==> src/hw/pad_pkg.sv <==
/* Pad counts and pad indices, register byte offsets,
   JTAG tie-off values and AXI4-Lite response codes */
`default_nettype none

package pad_pkg;

  //////////////////////////////
  // Pads
  //////////////////////////////

  localparam int NumIos = 20;

  // Overlay pads at the top of the vector
  localparam int PadJtagEn = 15;  // Strap, high selects JTAG
  localparam int PadTck    = 16;
  localparam int PadTms    = 17;
  localparam int PadTdi    = 18;
  localparam int PadTdo    = 19;

  localparam int NumGpio = PadJtagEn;  // Plain GPIOs below the strap

  typedef logic [NumIos-1:0] io_vec_t;

  // Core view of the overlay pads while JTAG owns them
  // TMS pad doubles as an active low chip select, so it idles high
  localparam io_vec_t TieOffIn = io_vec_t'(1) << PadTms;

  //////////////////////////////
  // Register map
  //////////////////////////////

  localparam int AddrW = 8;

  localparam logic [AddrW-1:0] AddrOut    = 8'h00;
  localparam logic [AddrW-1:0] AddrOe     = 8'h04;
  localparam logic [AddrW-1:0] AddrInv    = 8'h08;
  localparam logic [AddrW-1:0] AddrOd     = 8'h0C;
  localparam logic [AddrW-1:0] AddrIn     = 8'h10;  // Read only
  localparam logic [AddrW-1:0] AddrStatus = 8'h14;  // Read only

  // AXI response codes
  typedef logic [1:0] axi_resp_t;

  localparam axi_resp_t RespOkay   = 2'd0;
  localparam axi_resp_t RespSlvErr = 2'd2;

endpackage : pad_pkg

`default_nettype wire
==> src/hw/pad_if.sv <==
/* Core-side and padring-side pad bundles with their modports */
`default_nettype none

// Between the register block and the JTAG overlay mux
interface pad_core_if;
  import pad_pkg::*;

  io_vec_t out;
  io_vec_t oe;
  io_vec_t inv;
  io_vec_t od;
  io_vec_t in;   // Core-side input after inversion

  modport core (output out, oe, inv, od, input in);
  modport mux  (input out, oe, inv, od, output in);

endinterface : pad_core_if

// Between the JTAG overlay mux and the padring
interface pad_ring_if;
  import pad_pkg::*;

  io_vec_t out;
  io_vec_t oe;
  io_vec_t inv;
  io_vec_t od;
  io_vec_t in;

  modport mux  (output out, oe, inv, od, input in);
  modport ring (input out, oe, inv, od, output in);

endinterface : pad_ring_if

`default_nettype wire

==> src/hw/pad_top.sv <==
/* Top level with the register block, JTAG overlay mux and padring */
`default_nettype none

module pad_top (
  input  logic                      clk_main_i,
  input  logic                      rst_n_i,
  // AXI4-Lite slave
  input  logic [pad_pkg::AddrW-1:0] s_awaddr_i,
  input  logic                      s_awvalid_i,
  output logic                      s_awready_o,
  input  logic [31:0]               s_wdata_i,
  input  logic [3:0]                s_wstrb_i,
  input  logic                      s_wvalid_i,
  output logic                      s_wready_o,
  output pad_pkg::axi_resp_t        s_bresp_o,
  output logic                      s_bvalid_o,
  input  logic                      s_bready_i,
  input  logic [pad_pkg::AddrW-1:0] s_araddr_i,
  input  logic                      s_arvalid_i,
  output logic                      s_arready_o,
  output logic [31:0]               s_rdata_o,
  output pad_pkg::axi_resp_t        s_rresp_o,
  output logic                      s_rvalid_o,
  input  logic                      s_rready_i,
  // Pads, split in place of inout
  input  pad_pkg::io_vec_t          pad_in_i,
  output pad_pkg::io_vec_t          pad_out_o,
  output pad_pkg::io_vec_t          pad_oe_o,
  // JTAG
  output logic                      jtag_tck_o,
  output logic                      jtag_tms_o,
  output logic                      jtag_tdi_o,
  output logic                      jtag_trst_n_o,
  input  logic                      jtag_tdo_i
);

  logic jtag_active;

  pad_core_if core_if ();
  pad_ring_if ring_if ();

  //////////////////////////////
  // Padring
  //////////////////////////////

  padring padring (
    .ring      ( ring_if.ring ),
    .pad_in_i  ( pad_in_i     ),
    .pad_out_o ( pad_out_o    ),
    .pad_oe_o  ( pad_oe_o     )
  );

  //////////////////////////////
  // JTAG overlay mux
  //////////////////////////////

  jtag_overlay_mux jtag_overlay_mux (
    .clk_main_i    ( clk_main_i    ),
    .rst_n_i       ( rst_n_i       ),
    .core          ( core_if.mux   ),
    .ring          ( ring_if.mux   ),
    .jtag_tck_o    ( jtag_tck_o    ),
    .jtag_tms_o    ( jtag_tms_o    ),
    .jtag_tdi_o    ( jtag_tdi_o    ),
    .jtag_trst_n_o ( jtag_trst_n_o ),
    .jtag_tdo_i    ( jtag_tdo_i    ),
    .jtag_active_o ( jtag_active   )
  );

  //////////////////////////////
  // Register block, core side
  //////////////////////////////

  pad_regs pad_regs (
    .clk_main_i    ( clk_main_i    ),
    .rst_n_i       ( rst_n_i       ),
    .s_awaddr_i    ( s_awaddr_i    ),
    .s_awvalid_i   ( s_awvalid_i   ),
    .s_awready_o   ( s_awready_o   ),
    .s_wdata_i     ( s_wdata_i     ),
    .s_wstrb_i     ( s_wstrb_i     ),
    .s_wvalid_i    ( s_wvalid_i    ),
    .s_wready_o    ( s_wready_o    ),
    .s_bresp_o     ( s_bresp_o     ),
    .s_bvalid_o    ( s_bvalid_o    ),
    .s_bready_i    ( s_bready_i    ),
    .s_araddr_i    ( s_araddr_i    ),
    .s_arvalid_i   ( s_arvalid_i   ),
    .s_arready_o   ( s_arready_o   ),
    .s_rdata_o     ( s_rdata_o     ),
    .s_rresp_o     ( s_rresp_o     ),
    .s_rvalid_o    ( s_rvalid_o    ),
    .s_rready_i    ( s_rready_i    ),
    .jtag_active_i ( jtag_active   ),  // STATUS bit 0
    .core          ( core_if.core  )
  );

endmodule : pad_top

`default_nettype wire

==> src/hw/padring.sv <==
/* Padring model with per-pad inversion and open-drain attributes */
`default_nettype none

module padring (
  pad_ring_if.ring         ring,
  input  pad_pkg::io_vec_t pad_in_i,
  output pad_pkg::io_vec_t pad_out_o,
  output pad_pkg::io_vec_t pad_oe_o
);
  import pad_pkg::*;

  io_vec_t drv;  // Value the pad would drive

  //////////////////////////////
  // Output path
  //////////////////////////////

  always_comb begin
    for (int i = 0; i < NumIos; i++) begin
      drv[i] = ring.out[i] ^ ring.inv[i];
      if (ring.od[i]) begin
        // Open drain pulls low only, floats for a one
        pad_out_o[i] = 1'b0;
        pad_oe_o[i]  = ring.oe[i] & ~drv[i];
      end else begin
        pad_out_o[i] = drv[i];
        pad_oe_o[i]  = ring.oe[i];
      end
    end
  end

  //////////////////////////////
  // Input path
  //////////////////////////////

  // Same inversion on the way in
  assign ring.in = pad_in_i ^ ring.inv;

endmodule : padring

`default_nettype wire

==> src/hw/jtag_overlay_mux.sv <==
/* Strap synchronizer and JTAG takeover of the four overlay pads */
`default_nettype none

module jtag_overlay_mux (
  input  logic     clk_main_i,
  input  logic     rst_n_i,
  pad_core_if.mux  core,
  pad_ring_if.mux  ring,
  // JTAG side
  output logic     jtag_tck_o,
  output logic     jtag_tms_o,
  output logic     jtag_tdi_o,
  output logic     jtag_trst_n_o,
  input  logic     jtag_tdo_i,
  output logic     jtag_active_o
);
  import pad_pkg::*;

  logic    strap_meta_q;
  logic    strap_sync_q;
  io_vec_t ovl_mask;

  // Strap pad, as the core sees it
  always_ff @(posedge clk_main_i or negedge rst_n_i) begin
    if (!rst_n_i) begin
      strap_meta_q <= 1'b0;
      strap_sync_q <= 1'b0;
    end else begin
      strap_meta_q <= ring.in[PadJtagEn];
      strap_sync_q <= strap_meta_q;
    end
  end

  assign jtag_active_o = strap_sync_q;
  assign jtag_trst_n_o = strap_sync_q;  // TAP held in reset when overlay is off

  assign ovl_mask = (io_vec_t'(1) << PadTck) | (io_vec_t'(1) << PadTms) |
                    (io_vec_t'(1) << PadTdi) | (io_vec_t'(1) << PadTdo);

  //////////////////////////////
  // Overlay
  //////////////////////////////

  always_comb begin
    ring.out = core.out;
    ring.oe  = core.oe;
    ring.inv = core.inv;
    ring.od  = core.od;
    if (strap_sync_q) begin
      // Inputs from the probe
      ring.oe[PadTck] = 1'b0;
      ring.oe[PadTms] = 1'b0;
      ring.oe[PadTdi] = 1'b0;
      // TDO driven straight, no attributes
      ring.out[PadTdo] = jtag_tdo_i;
      ring.oe[PadTdo]  = 1'b1;
      ring.inv = core.inv & ~ovl_mask;
      ring.od  = core.od & ~ovl_mask;
    end
  end

  // Core reads the tie-off on the overlay pads while JTAG owns them
  assign core.in = strap_sync_q ? ((ring.in & ~ovl_mask) | (TieOffIn & ovl_mask)) : ring.in;

  assign jtag_tck_o = strap_sync_q & ring.in[PadTck];
  assign jtag_tms_o = strap_sync_q & ring.in[PadTms];
  assign jtag_tdi_o = strap_sync_q & ring.in[PadTdi];

endmodule : jtag_overlay_mux

`default_nettype wire

==> src/hw/pad_regs.sv <==
/* AXI4-Lite slave with the OUT, OE, INV and OD pad registers,
   the synchronized IN register and the STATUS word */
`default_nettype none

module pad_regs (
  input  logic                      clk_main_i,
  input  logic                      rst_n_i,
  // Write address channel
  input  logic [pad_pkg::AddrW-1:0] s_awaddr_i,
  input  logic                      s_awvalid_i,
  output logic                      s_awready_o,
  // Write data channel
  input  logic [31:0]               s_wdata_i,
  input  logic [3:0]                s_wstrb_i,
  input  logic                      s_wvalid_i,
  output logic                      s_wready_o,
  // Write response channel
  output pad_pkg::axi_resp_t        s_bresp_o,
  output logic                      s_bvalid_o,
  input  logic                      s_bready_i,
  // Read address channel
  input  logic [pad_pkg::AddrW-1:0] s_araddr_i,
  input  logic                      s_arvalid_i,
  output logic                      s_arready_o,
  // Read data channel
  output logic [31:0]               s_rdata_o,
  output pad_pkg::axi_resp_t        s_rresp_o,
  output logic                      s_rvalid_o,
  input  logic                      s_rready_i,
  // Status and pads
  input  logic                      jtag_active_i,
  pad_core_if.core                  core
);
  import pad_pkg::*;

  io_vec_t     out_q;
  io_vec_t     oe_q;
  io_vec_t     inv_q;
  io_vec_t     od_q;
  io_vec_t     in_meta_q;
  io_vec_t     in_sync_q;
  logic        wr_fire;
  logic        rd_fire;
  axi_resp_t   wr_resp;
  axi_resp_t   rd_resp;
  logic [31:0] rd_word;
  logic        bvalid_q;
  logic        rvalid_q;
  axi_resp_t   bresp_q;
  axi_resp_t   rresp_q;
  logic [31:0] rdata_q;

  // Address decode and access rights for both channels
  function automatic axi_resp_t check_addr(logic [AddrW-1:0] addr, logic is_wr);
    axi_resp_t resp;
    case (addr)
      AddrOut, AddrOe, AddrInv, AddrOd: resp = RespOkay;
      AddrIn, AddrStatus:               resp = is_wr ? RespSlvErr : RespOkay;
      default:                          resp = RespSlvErr;
    endcase
    return resp;
  endfunction

  // Byte lanes from wstrb over the old register value
  function automatic io_vec_t merge(io_vec_t old_val, logic [31:0] data, logic [3:0] strb);
    logic [31:0] word;
    word = 32'(old_val);
    for (int b = 0; b < 4; b++) begin
      if (strb[b]) begin
        word[8*b +: 8] = data[8*b +: 8];
      end
    end
    return word[NumIos-1:0];
  endfunction

  //////////////////////////////
  // Handshake
  //////////////////////////////

  // One acceptance per response, stalled while a response waits
  assign wr_fire     = s_awvalid_i & s_wvalid_i & ~bvalid_q;
  assign rd_fire     = s_arvalid_i & ~rvalid_q;
  assign s_awready_o = wr_fire;
  assign s_wready_o  = wr_fire;
  assign s_arready_o = rd_fire;

  assign wr_resp = check_addr(s_awaddr_i, 1'b1);
  assign rd_resp = check_addr(s_araddr_i, 1'b0);

  always_ff @(posedge clk_main_i or negedge rst_n_i) begin
    if (!rst_n_i) begin
      bvalid_q <= 1'b0;
      rvalid_q <= 1'b0;
    end else begin
      if (wr_fire) begin
        bvalid_q <= 1'b1;
      end else if (s_bready_i) begin
        bvalid_q <= 1'b0;
      end
      if (rd_fire) begin
        rvalid_q <= 1'b1;
      end else if (s_rready_i) begin
        rvalid_q <= 1'b0;
      end
    end
  end

  // Response payload, held by the stall above
  always_ff @(posedge clk_main_i) begin
    if (wr_fire) begin
      bresp_q <= wr_resp;
    end
    if (rd_fire) begin
      rdata_q <= rd_word;
      rresp_q <= rd_resp;
    end
  end

  assign s_bvalid_o = bvalid_q;
  assign s_bresp_o  = bresp_q;
  assign s_rvalid_o = rvalid_q;
  assign s_rdata_o  = rdata_q;
  assign s_rresp_o  = rresp_q;

  //////////////////////////////
  // Registers
  //////////////////////////////

  always_ff @(posedge clk_main_i or negedge rst_n_i) begin
    if (!rst_n_i) begin
      out_q <= '0;
      oe_q  <= '0;
      inv_q <= '0;
      od_q  <= '0;
    end else if (wr_fire && wr_resp == RespOkay) begin
      case (s_awaddr_i)
        AddrOut: out_q <= merge(out_q, s_wdata_i, s_wstrb_i);
        AddrOe:  oe_q  <= merge(oe_q,  s_wdata_i, s_wstrb_i);
        AddrInv: inv_q <= merge(inv_q, s_wdata_i, s_wstrb_i);
        AddrOd:  od_q  <= merge(od_q,  s_wdata_i, s_wstrb_i);
        default: ;
      endcase
    end
  end

  // Two-flop input synchronizer
  always_ff @(posedge clk_main_i or negedge rst_n_i) begin
    if (!rst_n_i) begin
      in_meta_q <= '0;
      in_sync_q <= '0;
    end else begin
      in_meta_q <= core.in;
      in_sync_q <= in_meta_q;
    end
  end

  always_comb begin
    case (s_araddr_i)
      AddrOut:    rd_word = 32'(out_q);
      AddrOe:     rd_word = 32'(oe_q);
      AddrInv:    rd_word = 32'(inv_q);
      AddrOd:     rd_word = 32'(od_q);
      AddrIn:     rd_word = 32'(in_sync_q);
      AddrStatus: rd_word = 32'(jtag_active_i);
      default:    rd_word = '0;  // Unmapped reads as zero
    endcase
  end

  assign core.out = out_q;
  assign core.oe  = oe_q;
  assign core.inv = inv_q;
  assign core.od  = od_q;

endmodule : pad_regs

`default_nettype wire

==> config.mk <==
export PLATFORM = sky130hd
export DESIGN_NAME = pad_top
export DESIGN_NICKNAME = d
export VERILOG_FILES = /design/src/hw/pad_pkg.sv /design/src/hw/pad_if.sv /design/src/hw/pad_top.sv /design/src/hw/padring.sv /design/src/hw/jtag_overlay_mux.sv /design/src/hw/pad_regs.sv
export SDC_FILE = /design/constraint.sdc
export NUM_CORES = 1
export LEC_CHECK = 0
export ABC_AREA = 1
export BUFFER_PORTS_ARGS = -buffer_cell sky130_fd_sc_hd__buf_2
export CORE_MARGIN = 1.5
export CORE_UTILIZATION = 35
export DETAILED_ROUTE_END_ITERATION = 16
export SETUP_SLACK_MARGIN = 0.02
export SLEW_MARGIN = 20
export SYNTH_ARGS = -nofsm -noshare
export SYNTH_HDL_FRONTEND = slang
export SYNTH_SLANG_ARGS = --single-unit
==> constraint.sdc <==
create_clock -name clk_main_i -period 1.85 [get_ports clk_main_i]
set_input_delay 0.37 -clock clk_main_i [delete_from_list [all_inputs] [get_ports clk_main_i]]
set_output_delay 0.37 -clock clk_main_i [all_outputs]
set_load 0.005 [all_outputs]
==> flow_metrics.py, run 1 <==
metrics = {
    "finish": {
        "syn2layout_area_growth_pct": 28.37,
        "multiInputGateArea_mm2": 0.002595,
        "fill_cells": 1848,
        "layout-drive-gt1-share_pct": 28.36,
        "layoutNonFillerInstCount": 1167,
        "utilization_pct": 45.88,
        "fin_nets": 998,
        "seqCellArea_mm2": 0.003722,
    },
    "sta": {
        "setup_viol": 7,
        "skew_ps": 9.176,
        "layout_setup_ws_ps": -125.6,
        "hold_violations": 0,
        "slew_headroom_pct": 66.75,
        "rsz0062_at_grt": "true",
        "slew_viol_final": 0,
        "fmax_mhz": 506.2,
        "period_needed_ps": 1976,
        "worst_slew_pin_slew_ps": 497.0,
        "finalCritPeriodShare_pct": 106.8,
    },
    "synthesis": {
        "avgSynthCellArea_um2": 8.967,
        "synth_commonest_cells": "nand2_1 (169), dfrtp_1 (122), nand3_1 (90), inv_1 (73), o21ai_0 (52)",
        "yosysTopAreaCell": "dfrtp_1",
        "synth_seq_area_share_pct": 55.36,
        "ys_ff_latch": 144,
        "synth_top_area_share_pct": 45.51,
        "yosysMostFrequentCell": "nand2_1",
        "synth_async_sr_flop_share_pct": 84.72,
        "ys_types": 34,
        "synth_cells": 748,
        "synth_edf_count": 22,
        "synthesis.area_mm2": 0.006708,
        "ys.warnings.count": 0,
        "synth_ff_type": "dfrtp_1",
        "synth_area_leaders": "dfrtp_1 (46%), edfxtp_1 (9.8%), nand2_1 (9.5%)",
    },
    "outcome": {
        "status": "finished with violations",
        "violations": "setup timing",
    },
    "critical_path": {
        "critical-path-top-delay-family": "flip-flops",
        "critPathBufInv": 3,
        "crit_cells": 7,
        "critPathArrivalTime_ps": 1610,
        "path_cells": "inv_4 -> buf_6 -> nand2_2 -> nand2_2 -> xnor2_2 -> a31oi_1 -> buf_2",
        "cp_slowest_cell": "dfrtp_1",
        "required_ps": 1480,
        "worst_setup_path_end_kind": "output port",
        "cpMostUsedCell": "nand2_2",
        "crit_path_max_incr_delay_ps": 400,
        "path_class": "reg2out",
        "worstPathMaxFanout": 7,
        "rr_worst_depth": 6,
        "cp-start-kind": "register",
    },
    "min_path": {
        "whs_path_depth": 2,
        "hp-class": "in2reg",
    },
    "routing": {
        "drtIter0Drc": 362,
        "first_pass_iters": 4,
        "wl_per_cell_um": 15.67,
        "via_per_inst": 4.737,
        "drc": 0,
        "drt-total-wl_mm": 18.29,
        "via_count": 5528,
        "ant_nets": 0,
    },
    "cts": {
        "cts_tree": "built",
        "clockRootBuffer": "clkbuf_16",
        "numCtsBuffers": 17,
        "max-clock-path-buffers": 2,
        "clock_latency_ps": 420,
        "clock_sinks": 144,
        "clk_pin_slew_worst_paths_ps": 60,
        "htreeDepth": 4,
    },
    "grt": {
        "grt.overflow.total": 0,
        "antenna_found_initial": 0,
        "grt_pass1_vias": 5283,
        "grt_pass1_wl_mm": 28.74,
        "grt_usage_pct": 18.92,
        "grt_max_degree": 66,
    },
    "job": {
        "drv_cap": 0,
    },
    "placed_design": {
        "dp.cells": 1126,
        "hpwl_mm": 12.87,
        "port_buffers": 137,
        "place_congestion": 0.7646,
    },
    "floorplan": {
        "num_rows": 50,
        "core_area_mm2": 0.01877,
        "die_width_um": 141.4,
        "die_height_um": 141.4,
        "dieArea_mm2": 0.02000,
        "start_util_pct": 35.74,
        "ios": 165,
    },
    "power_and_ir_drop": {
        "p_leak_nw": 4.473,
        "power_density_mw_per_mm2": 855.5,
        "ir_drop_mv": 0.5939,
    },
}
worst reg2reg max path: cells and delay by family, from the launching register on:
kind                   cells  cell delay [ps]
DFF                        1              380
buffers and inverters      2              270
AOI/OAI and AO/OA          1               90
and+or+nand+nor            3              650
timing repair:
| item | CTS | global route |
|---|---|---|
| buffers inserted | 2 | 4 |
| pin swaps | 1 | 1 |
| hold buffers | 1 | 0 |
| resized for setup | 12 | 33 |
| endpoints found under the hold margin | 119 | 0 |
| endpoints found under the setup margin | 14 | 26 |
layout by cell type (no fill, tap or decap), types with 2 or more instances in the layout:
cell	synthesis	final
nand2_4	0	2
buf_4	15	36
nand4_2	2	2
nand3_1	90	89
diode_2	0	2
a21oi_1	21	21
conb_1	1	14
nor2_2	7	9
o21ai_0	52	43
clkbuf_8	0	2
o21ai_1	23	32
nand2_1	169	163
buf_6	4	2
nor2_1	37	35
clkinv_4	0	2
inv_1	73	71
bufinv_16	0	3
nand2_2	5	9
edfxtp_1	22	22
xnor2_1	21	15
dfrtp_2	0	7
xor2_1	19	18
clkinv_2	0	3
buf_2	11	136
clkbuf_16	0	17
dfrtp_1	122	115
clkinvlp_4	0	5
buf_12	0	5
xnor2_2	0	6
nand4_1	21	21
nor3_2	1	2
inv_4	0	2
inv_2	3	2
a21boi_2	0	2
nand3_2	5	6
flip-flops by register name (all words and copies together) (netlist names):
name and count:
pad_regs.core.inv 20, pad_regs.core.od 20, pad_regs.core.oe 20, pad_regs.core.out 20, pad_regs.in_meta_q 20, pad_regs.in_sync_q 20
pad_regs.s_bresp_o 1, pad_regs.s_bvalid_o 1, pad_regs.s_rdata_o 20, pad_regs.s_rresp_o 1, pad_regs.s_rvalid_o 1
cells by family after synthesis:
family | count (synthesis) | synth area share, %
other | 1 | 0.05591
buffers and inverters | 119 | 8.170
AND/OR/NAND/NOR | 341 | 23.22
XOR/XNOR | 40 | 5.223
flip-flops | 144 | 55.36
AO/OA/AOI/OAI | 103 | 7.965
path summary, 6_finish.rpt:
kind	start	slack, ps	endpoint
setup / recovery	pad_regs.in_sync_q[15]	-130	pad_oe_o[19]
hold / removal	pad_in_i[14]	110	pad_regs.in_meta_q[14]
setup reg to reg	pad_regs.s_bvalid_o	330	pad_regs.core.od[4]
hold reg to reg	pad_regs.in_meta_q[19]	350	pad_regs.in_sync_q[19]
max in group asynchronous	rst_n_i	1030	pad_regs.s_rvalid_o
min in group asynchronous	rst_n_i	490	pad_regs.in_meta_q[14]
cell type report:
type | instances | area share [%]
tap | 234 | 3.400
clock inverter | 13 | 1.874
multi-input combinational | 498 | 30.14
clock buffer | 19 | 5.260
inverter | 77 | 3.458
sequential | 144 | 43.23
timing repair buffer | 180 | 12.58
antenna | 2 | 0.05812
per-layer routing:
layer  routed length [µm]  part of all wire [%]  global-route usage [%]
met5                    0                     0                       0
met2                 8455                    46                   29.36
met3                  936                   5.1                   4.489
met4                  272                   1.5                   5.480
met1                 8626                    47                   26.45
where the power goes:
part	total, W	leakage, nW	internal [W]	switching, W
clock network	0.00357	0.291	0.00219	0.00138
registers	0.00334	1.81	0.00331	0.0000327
logic	0.000452	2.37	0.000170	0.000282
total	0.00737	4.47	0.00567	0.00170
stage by stage:
| step | setup WS [ps] | total power, W | hold slack, ps | instance area (µm²) | TNS (ps) |
|---|---|---|---|---|---|
| 6_report | -125.6 | 0.007367 | 113.8 | 8611 | -616.9 |
| 5_1_grt | -219.7 | 0.007633 | 103.3 | 8606 | -1402 |
| 4_1_cts | -126.0 | 0.007414 | 100.2 | 8483 | -690.8 |
| 3_3_place_gp | 86.04 | 0.003827 | 331.7 | 7819 | 0 |
| 3_5_place_dp | 74.40 | 0.003834 | 336.5 | 7819 | 0 |
| 2_1_floorplan | 272.2 | 0.003567 | 74.41 | 6756 | 0 |
Power figures use the tool's default switching activity.
==> run 2: changes to the inputs <==
- PLACE_DENSITY: not set -> 0.63
- TNS_END_PERCENT: not set -> 30
==> run 2 against run 1 <==
Compared with the run above:
- the run still ends with setup timing left
- power down 6.7%
- first-iteration DRC count fell by 9.9%
- utilization shrank 0.93 points
- cell count shrank 0.94%
- clock skew down 0.74 ps
- worst hold slack gained 6.3 ps
- largest power group is now sequential cells
==> flow_metrics.py, run 2 (same netlist as run 1, synthesis figures left out) <==
metrics = {
    "cts": {
        "htreeDepth": 4,
        "numCtsBuffers": 17,
        "clk_pin_slew_worst_paths_ps": 60,
        "clockRootBuffer": "clkbuf_16",
        "cts_tree": "built",
        "max-clock-path-buffers": 2,
        "clock_latency_ps": 420,
        "clock_sinks": 144,
    },
    "floorplan": {
        "start_util_pct": 35.74,
        "ios": 165,
        "die_height_um": 141.4,
        "core_area_mm2": 0.01877,
        "num_rows": 50,
        "dieArea_mm2": 0.02000,
        "die_width_um": 141.4,
    },
    "power_and_ir_drop": {
        "power_density_mw_per_mm2": 814.6,
        "ir_drop_mv": 0.6030,
        "total_power_w": 0.006871,
        "p_leak_nw": 4.392,
    },
    "routing": {
        "wl_per_cell_um": 15.47,
        "drt-total-wl_mm": 17.88,
        "ant_nets": 0,
        "via_per_inst": 4.779,
        "drtIter0Drc": 326,
        "first_pass_iters": 5,
        "drc": 0,
        "via_count": 5524,
    },
    "critical_path": {
        "crit_cells": 6,
        "crit_end": "pad_out_o[19]",
        "r2r_slack_ps": 330,
        "cp-start-kind": "register",
        "rr_worst_depth": 6,
        "cp_slowest_cell": "dfrtp_1",
        "worst_setup_path_end_kind": "output port",
        "path_cells": "inv_4 -> buf_6 -> nand2_2 -> xnor2_2 -> o21a_1 -> buf_2",
        "critPathBufInv": 3,
        "startpoint": "pad_regs.in_sync_q[15]",
        "required_ps": 1480,
        "worstPathMaxFanout": 8,
        "critPathArrivalTime_ps": 1580,
        "critical-path-top-delay-family": "flip-flops",
        "crit_path_max_incr_delay_ps": 410,
        "rr_startpoint": "pad_regs.s_bvalid_o",
        "path_class": "reg2out",
        "r2r_end": "pad_regs.core.od[4]",
    },
    "grt": {
        "grt_usage_pct": 18.96,
        "grt_max_degree": 58,
        "grt.overflow.total": 0,
        "antenna_found_initial": 1,
        "grt_pass1_wl_mm": 28.93,
        "grt_pass1_vias": 5420,
    },
    "placed_design": {
        "dpl-instance-area_mm2": 0.007774,
        "dp.cells": 1120,
        "port_buffers": 137,
        "place_congestion": 0.7845,
        "hpwl_mm": 12.55,
    },
    "job": {
        "drv_cap": 0,
    },
    "finish": {
        "final_cell_mix": "nand2_1 (165), buf_2 (136), dfrtp_1 (117)",
        "antennaDiodeCount": 0,
        "syn2layout_area_growth_pct": 25.76,
        "layoutNonFillerInstCount": 1156,
        "fill_cells": 1841,
        "final_common_cell": "nand2_1",
        "fin_area_mm2": 0.008436,
        "multiInputGateArea_mm2": 0.002579,
        "seqCellArea_mm2": 0.003720,
        "layout-drive-gt1-share_pct": 26.79,
        "fin_nets": 989,
    },
    "outcome": {
        "status": "finished with violations",
        "violations": "setup timing",
    },
    "sta": {
        "period_needed_ps": 1950,
        "finalCritPeriodShare_pct": 105.4,
        "slew_viol_final": 0,
        "setup_viol": 8,
        "hold_violations": 0,
        "skew_ps": 8.440,
        "rsz0062_at_grt": "true",
        "fmax_mhz": 512.8,
        "layout_setup_ws_ps": -100.0,
    },
    "min_path": {
        "hp-class": "in2reg",
        "whs_path_depth": 2,
    },
}
## run 2: changes by cell type in the layout (fill, tap and decap cells not counted), sizes merged
cell,previous run,this run
diode,2,0
clkinvlp,5,2
clkinv,6,8
inv,76,80
bufinv,3,0
buf,179,170
## run 2: layer usage
metal | up-vias | wire [µm] | global-route usage (%)
met2 | 168 | 8286 | 29.93
met3 | 18 | 1270 | 5.096
li1 | 2756 | - | -
met1 | 2582 | 8054 | 25.16
met4 | 0 | 268 | 6.837
met5 | - | 0 | 0
## run 2: power breakdown
group / leakage, nW / switching, W / total [W] / internal [W]
registers: 1.81 / 0.0000300 / 0.00334 / 0.00331
clock network: 0.264 / 0.00134 / 0.00309 / 0.00175
logic: 2.31 / 0.000278 / 0.000442 / 0.000164
## run 2: stage by stage
stage	setup WS [ps]	TNS, ps	hold WS (ps)	utilization (%)
6_report	-100.0	-475.4	120.1	44.95
5_1_grt	-192.5	-1547	109.9	44.95
4_1_cts	-138.8	-855.2	96.72	44.57
3_5_place_dp	87.07	0	289.2	41.42
3_3_place_gp	99.95	0	287.4	41.42
2_1_floorplan	272.2	0	74.41	-
## run 2: worst min path at each step
stage	slack (ps)	end	start
floorplan	70	pad_regs.core.inv[0]	rst_n_i
global placement	290	pad_regs.in_sync_q[12]	rst_n_i
detailed placement	290	pad_regs.in_sync_q[12]	rst_n_i
CTS	100	pad_regs.in_meta_q[14]	pad_in_i[14]
global route	110	pad_regs.in_meta_q[1]	pad_in_i[1]
finish	120	pad_regs.s_bvalid_o	s_bready_i
## run 2: cell type report
class | count | share of cell area [%]
clock inverter | 13 | 1.009
inverter | 77 | 3.515
tap | 234 | 3.471
clock buffer | 19 | 5.251
sequential | 144 | 44.10
multi-input combinational | 498 | 30.57
timing repair buffer | 171 | 12.09
## run 2: worst register-to-register path: stages (launching register included)
cell and delay, ps:
dfrtp_1 380, inv_1 100, nand3_4 140, clkinv_4 160, nand3_2 350, nand2_1 160
o21ai_0 100
## run 2: timing repair
action                                 CTS  global route
hold buffers                             1             0
pin swaps                                0             1
setup endpoints to repair               14            24
gates cloned                             0             0
endpoints found under the hold margin   20             0
buffers inserted                         3             0
resized for setup                       12            27
==> run 3: changes to the inputs <==
- ABC_AREA: 1 -> not set
- SETUP_SLACK_MARGIN: 0.02 -> 0.05
==> run 3 against run 2 <==
Compared with the run above:
- worst hold slack got worse by 2.6 ps
- synthesized cell count decreased by 34%
- fmax increased by 5.6%
- global-route usage decreased by 1.3 points
- largest cell class unchanged
- setup slack improved by 100 ps
- wire length decreased by 6.2%
- critical path type unchanged
- critical endpoint is now pad_oe_o[18]
- utilization increased by 2.2 points
- cell area increased by 1.8%
- the flow now finishes without violations
==> flow_metrics.py, run 3 <==
metrics = {
    "power_and_ir_drop": {
        "power_frac_seq_pct": 45.2,
        "switching_share_pct": 22.01,
        "ir_drop_mv": 0.7102,
        "p_leak_nw": 4.255,
        "power_density_mw_per_mm2": 869.3,
        "p_int_w": 0.005821,
        "clkPwrFrac_pct": 47.9,
        "combinationalPowerShare_pct": 7.0,
        "p_switching_w": 0.001642,
    },
    "finish": {
        "layout-drive-gt1-share_pct": 51.02,
        "utilization_pct": 47.15,
        "fin_nets": 751,
        "seqCellArea_mm2": 0.003720,
        "multiInputGateArea_mm2": 0.002810,
        "fill_cells": 1645,
        "layoutNonFillerInstCount": 915,
        "syn2layout_area_growth_pct": 30.43,
        "final_cell_mix": "buf_2 (132), dfrtp_1 (119), mux2_2 (112)",
        "fin_area_mm2": 0.008586,
        "final_common_cell": "buf_2",
    },
    "synthesis": {
        "synth_ff_type": "dfrtp_1",
        "avgSynthCellArea_um2": 13.33,
        "yosysTopAreaCell": "dfrtp_1",
        "yosysMostFrequentCell": "dfrtp_1",
        "synthesis.area_mm2": 0.006583,
        "ys.warnings.count": 0,
        "ys_ff_latch": 144,
        "synth_seq_area_share_pct": 56.42,
        "synth_top_area_share_pct": 46.38,
        "synth_area_leaders": "dfrtp_1 (46%), mux2_2 (19%), edfxtp_1 (10%)",
        "synth_async_sr_flop_share_pct": 84.72,
        "synth_cells": 494,
        "synth_commonest_cells": "dfrtp_1 (122), mux2_2 (113), xor2_1 (36), nand2_1 (23)",
        "ys_types": 41,
        "synth_edf_count": 22,
    },
    "critical_path": {
        "path_class": "reg2out",
        "crit_path_max_incr_delay_ps": 520,
        "critPathArrivalTime_ps": 1480,
        "rr_startpoint": "pad_regs.s_bvalid_o",
        "path_cells": "buf_6 -> nand2b_4 -> a21oi_2 -> buf_2",
        "cp_slowest_cell": "dfrtp_4",
        "worst_setup_path_end_kind": "output port",
        "startpoint": "pad_regs.in_sync_q[15]",
        "r2r_slack_ps": 110,
        "required_ps": 1480,
        "crit_end": "pad_oe_o[18]",
        "worstPathMaxFanout": 6,
        "cp-start-kind": "register",
        "r2r_end": "pad_regs.core.out[18]",
        "rr_worst_depth": 5,
    },
    "sta": {
        "skew_ps": 6.369,
        "finalCritPeriodShare_pct": 99.84,
        "fmax_mhz": 541.4,
        "rsz0062_at_grt": "true",
        "hold_violations": 0,
        "holdWs_ps": 117.5,
        "setup_viol": 0,
        "period_needed_ps": 1847,
        "tns_ps": 0,
        "slew_viol_final": 0,
    },
    "grt": {
        "grt_usage_pct": 17.67,
        "antenna_found_initial": 3,
        "grt_pass1_vias": 4746,
        "grt.overflow.total": 0,
        "grt_max_degree": 61,
        "grt_pass1_wl_mm": 26.09,
    },
    "placed_design": {
        "dpl-instance-area_mm2": 0.007806,
        "place_congestion": 0.7713,
        "dp.cells": 873,
        "port_buffers": 137,
        "hpwl_mm": 11.50,
    },
    "floorplan": {
        "die_height_um": 140.1,
        "start_util_pct": 36.15,
        "num_rows": 49,
        "die_width_um": 140.1,
        "dieArea_mm2": 0.01964,
        "core_area_mm2": 0.01821,
        "ios": 165,
    },
    "routing": {
        "drc": 0,
        "ant_nets": 0,
        "via_count": 4438,
        "via_per_inst": 4.850,
        "first_pass_iters": 4,
        "drt-total-wl_mm": 16.76,
        "wl_per_cell_um": 18.32,
        "drtIter0Drc": 218,
    },
    "min_path": {
        "hp-class": "in2reg",
        "whs_path_depth": 2,
    },
    "cts": {
        "clockRootBuffer": "clkbuf_16",
        "numCtsBuffers": 17,
        "max-clock-path-buffers": 2,
        "clk_pin_slew_worst_paths_ps": 60,
        "clock_latency_ps": 420,
        "cts_tree": "built",
        "htreeDepth": 4,
        "clock_sinks": 144,
    },
    "outcome": {
        "status": "finished clean",
    },
    "job": {
        "drv_cap": 0,
    },
}
-- run 3: changes by cell type after synthesis, moves of 17 or more --
cell / previous run / this run
o21ai_1: 23 / 0
nand4_1: 21 / 1
nand3_1: 90 / 1
nor2b_1: 0 / 18
xnor2_1: 21 / 4
nand2_1: 169 / 23
inv_1: 73 / 2
nor2_1: 37 / 17
xor2_1: 19 / 36
o21ai_0: 52 / 3
mux2_2: 0 / 113
a22oi_1: 0 / 17
-- run 3: metal layers --
layer	vias to the layer above	GRT usage (%)	part of all wire, %
met5	-	0	0
met4	0	6.205	1.5
met3	18	5.026	5.7
met2	124	29.00	48
met1	2214	22.36	44
li1	2082	-	-
-- run 3: cell type report --
cell class	instances	share of cell area [%]
Multi-Input combinational cell	330	32.73
Timing Repair Buffer	176	13.33
Inverter	2	0.08744
Antenna cell	2	0.05829
Tap cell	229	3.337
Sequential cell	144	43.33
Clock inverter	12	1.924
Clock buffer	20	5.203
-- run 3: worst min path at each step --
stage          slack (ps)    startpoint                endpoint
6_report              120  pad_in_i[13]  pad_regs.in_meta_q[13]
5_1_grt               120  pad_in_i[11]  pad_regs.in_meta_q[11]
4_1_cts               100  pad_in_i[13]  pad_regs.in_meta_q[13]
3_5_place_dp          200       rst_n_i    pad_regs.core.od[15]
3_3_place_gp          190       rst_n_i    pad_regs.core.oe[15]
2_1_floorplan          70       rst_n_i    pad_regs.core.inv[0]
-- run 3: power by group through the flow --
stage / Sequential [W] / Clock (W) / Combinational [W]
3_5_place_dp: 0.00343 / 0 / 0.000492
4_1_cts: 0.00337 / 0.00364 / 0.000505
2_1_floorplan: 0.00341 / 0 / 0.000210
3_3_place_gp: 0.00343 / 0 / 0.000481
5_1_grt: 0.00338 / 0.00379 / 0.000572
6_report: 0.00337 / 0.00357 / 0.000519
-- run 3: cells by family (layout without fill, tap and decap cells) --
family,count (synthesis),in the layout,share of synthesized area (%)
compound gates,68,68,6.824
xor+xnor,40,40,5.322
buf+inv,33,210,2.775
flops,144,144,56.42
mux,121,121,20.76
other cells,1,16,0.05697
simple gates,87,87,7.850
-- run 3: repair_timing --
action	in CTS	in global routing
setup endpoints to repair	27	36
resized for setup	8	28
setup buffers	2	5
hold buffers	1	0
pin swaps	2	7
hold endpoints to repair	3	0
-- run 3: per-stage QoR --
stage | setup slack (ps) | power [W]
2_1_floorplan | 0.3485 | 0.003625
3_3_place_gp | -66.28 | 0.003907
3_5_place_dp | -103.9 | 0.003924
4_1_cts | -2.349 | 0.007515
5_1_grt | -42.50 | 0.007739
6_report | 2.960 | 0.007464
-- run 3: critical path: cells and delay by family (launching register included) --
family | cells | cell delay [ps]
flip-flops | 1 | 520
buffers and inverters | 2 | 280
AO/OA/AOI/OAI | 1 | 120
AND/OR/NAND/NOR | 1 | 130
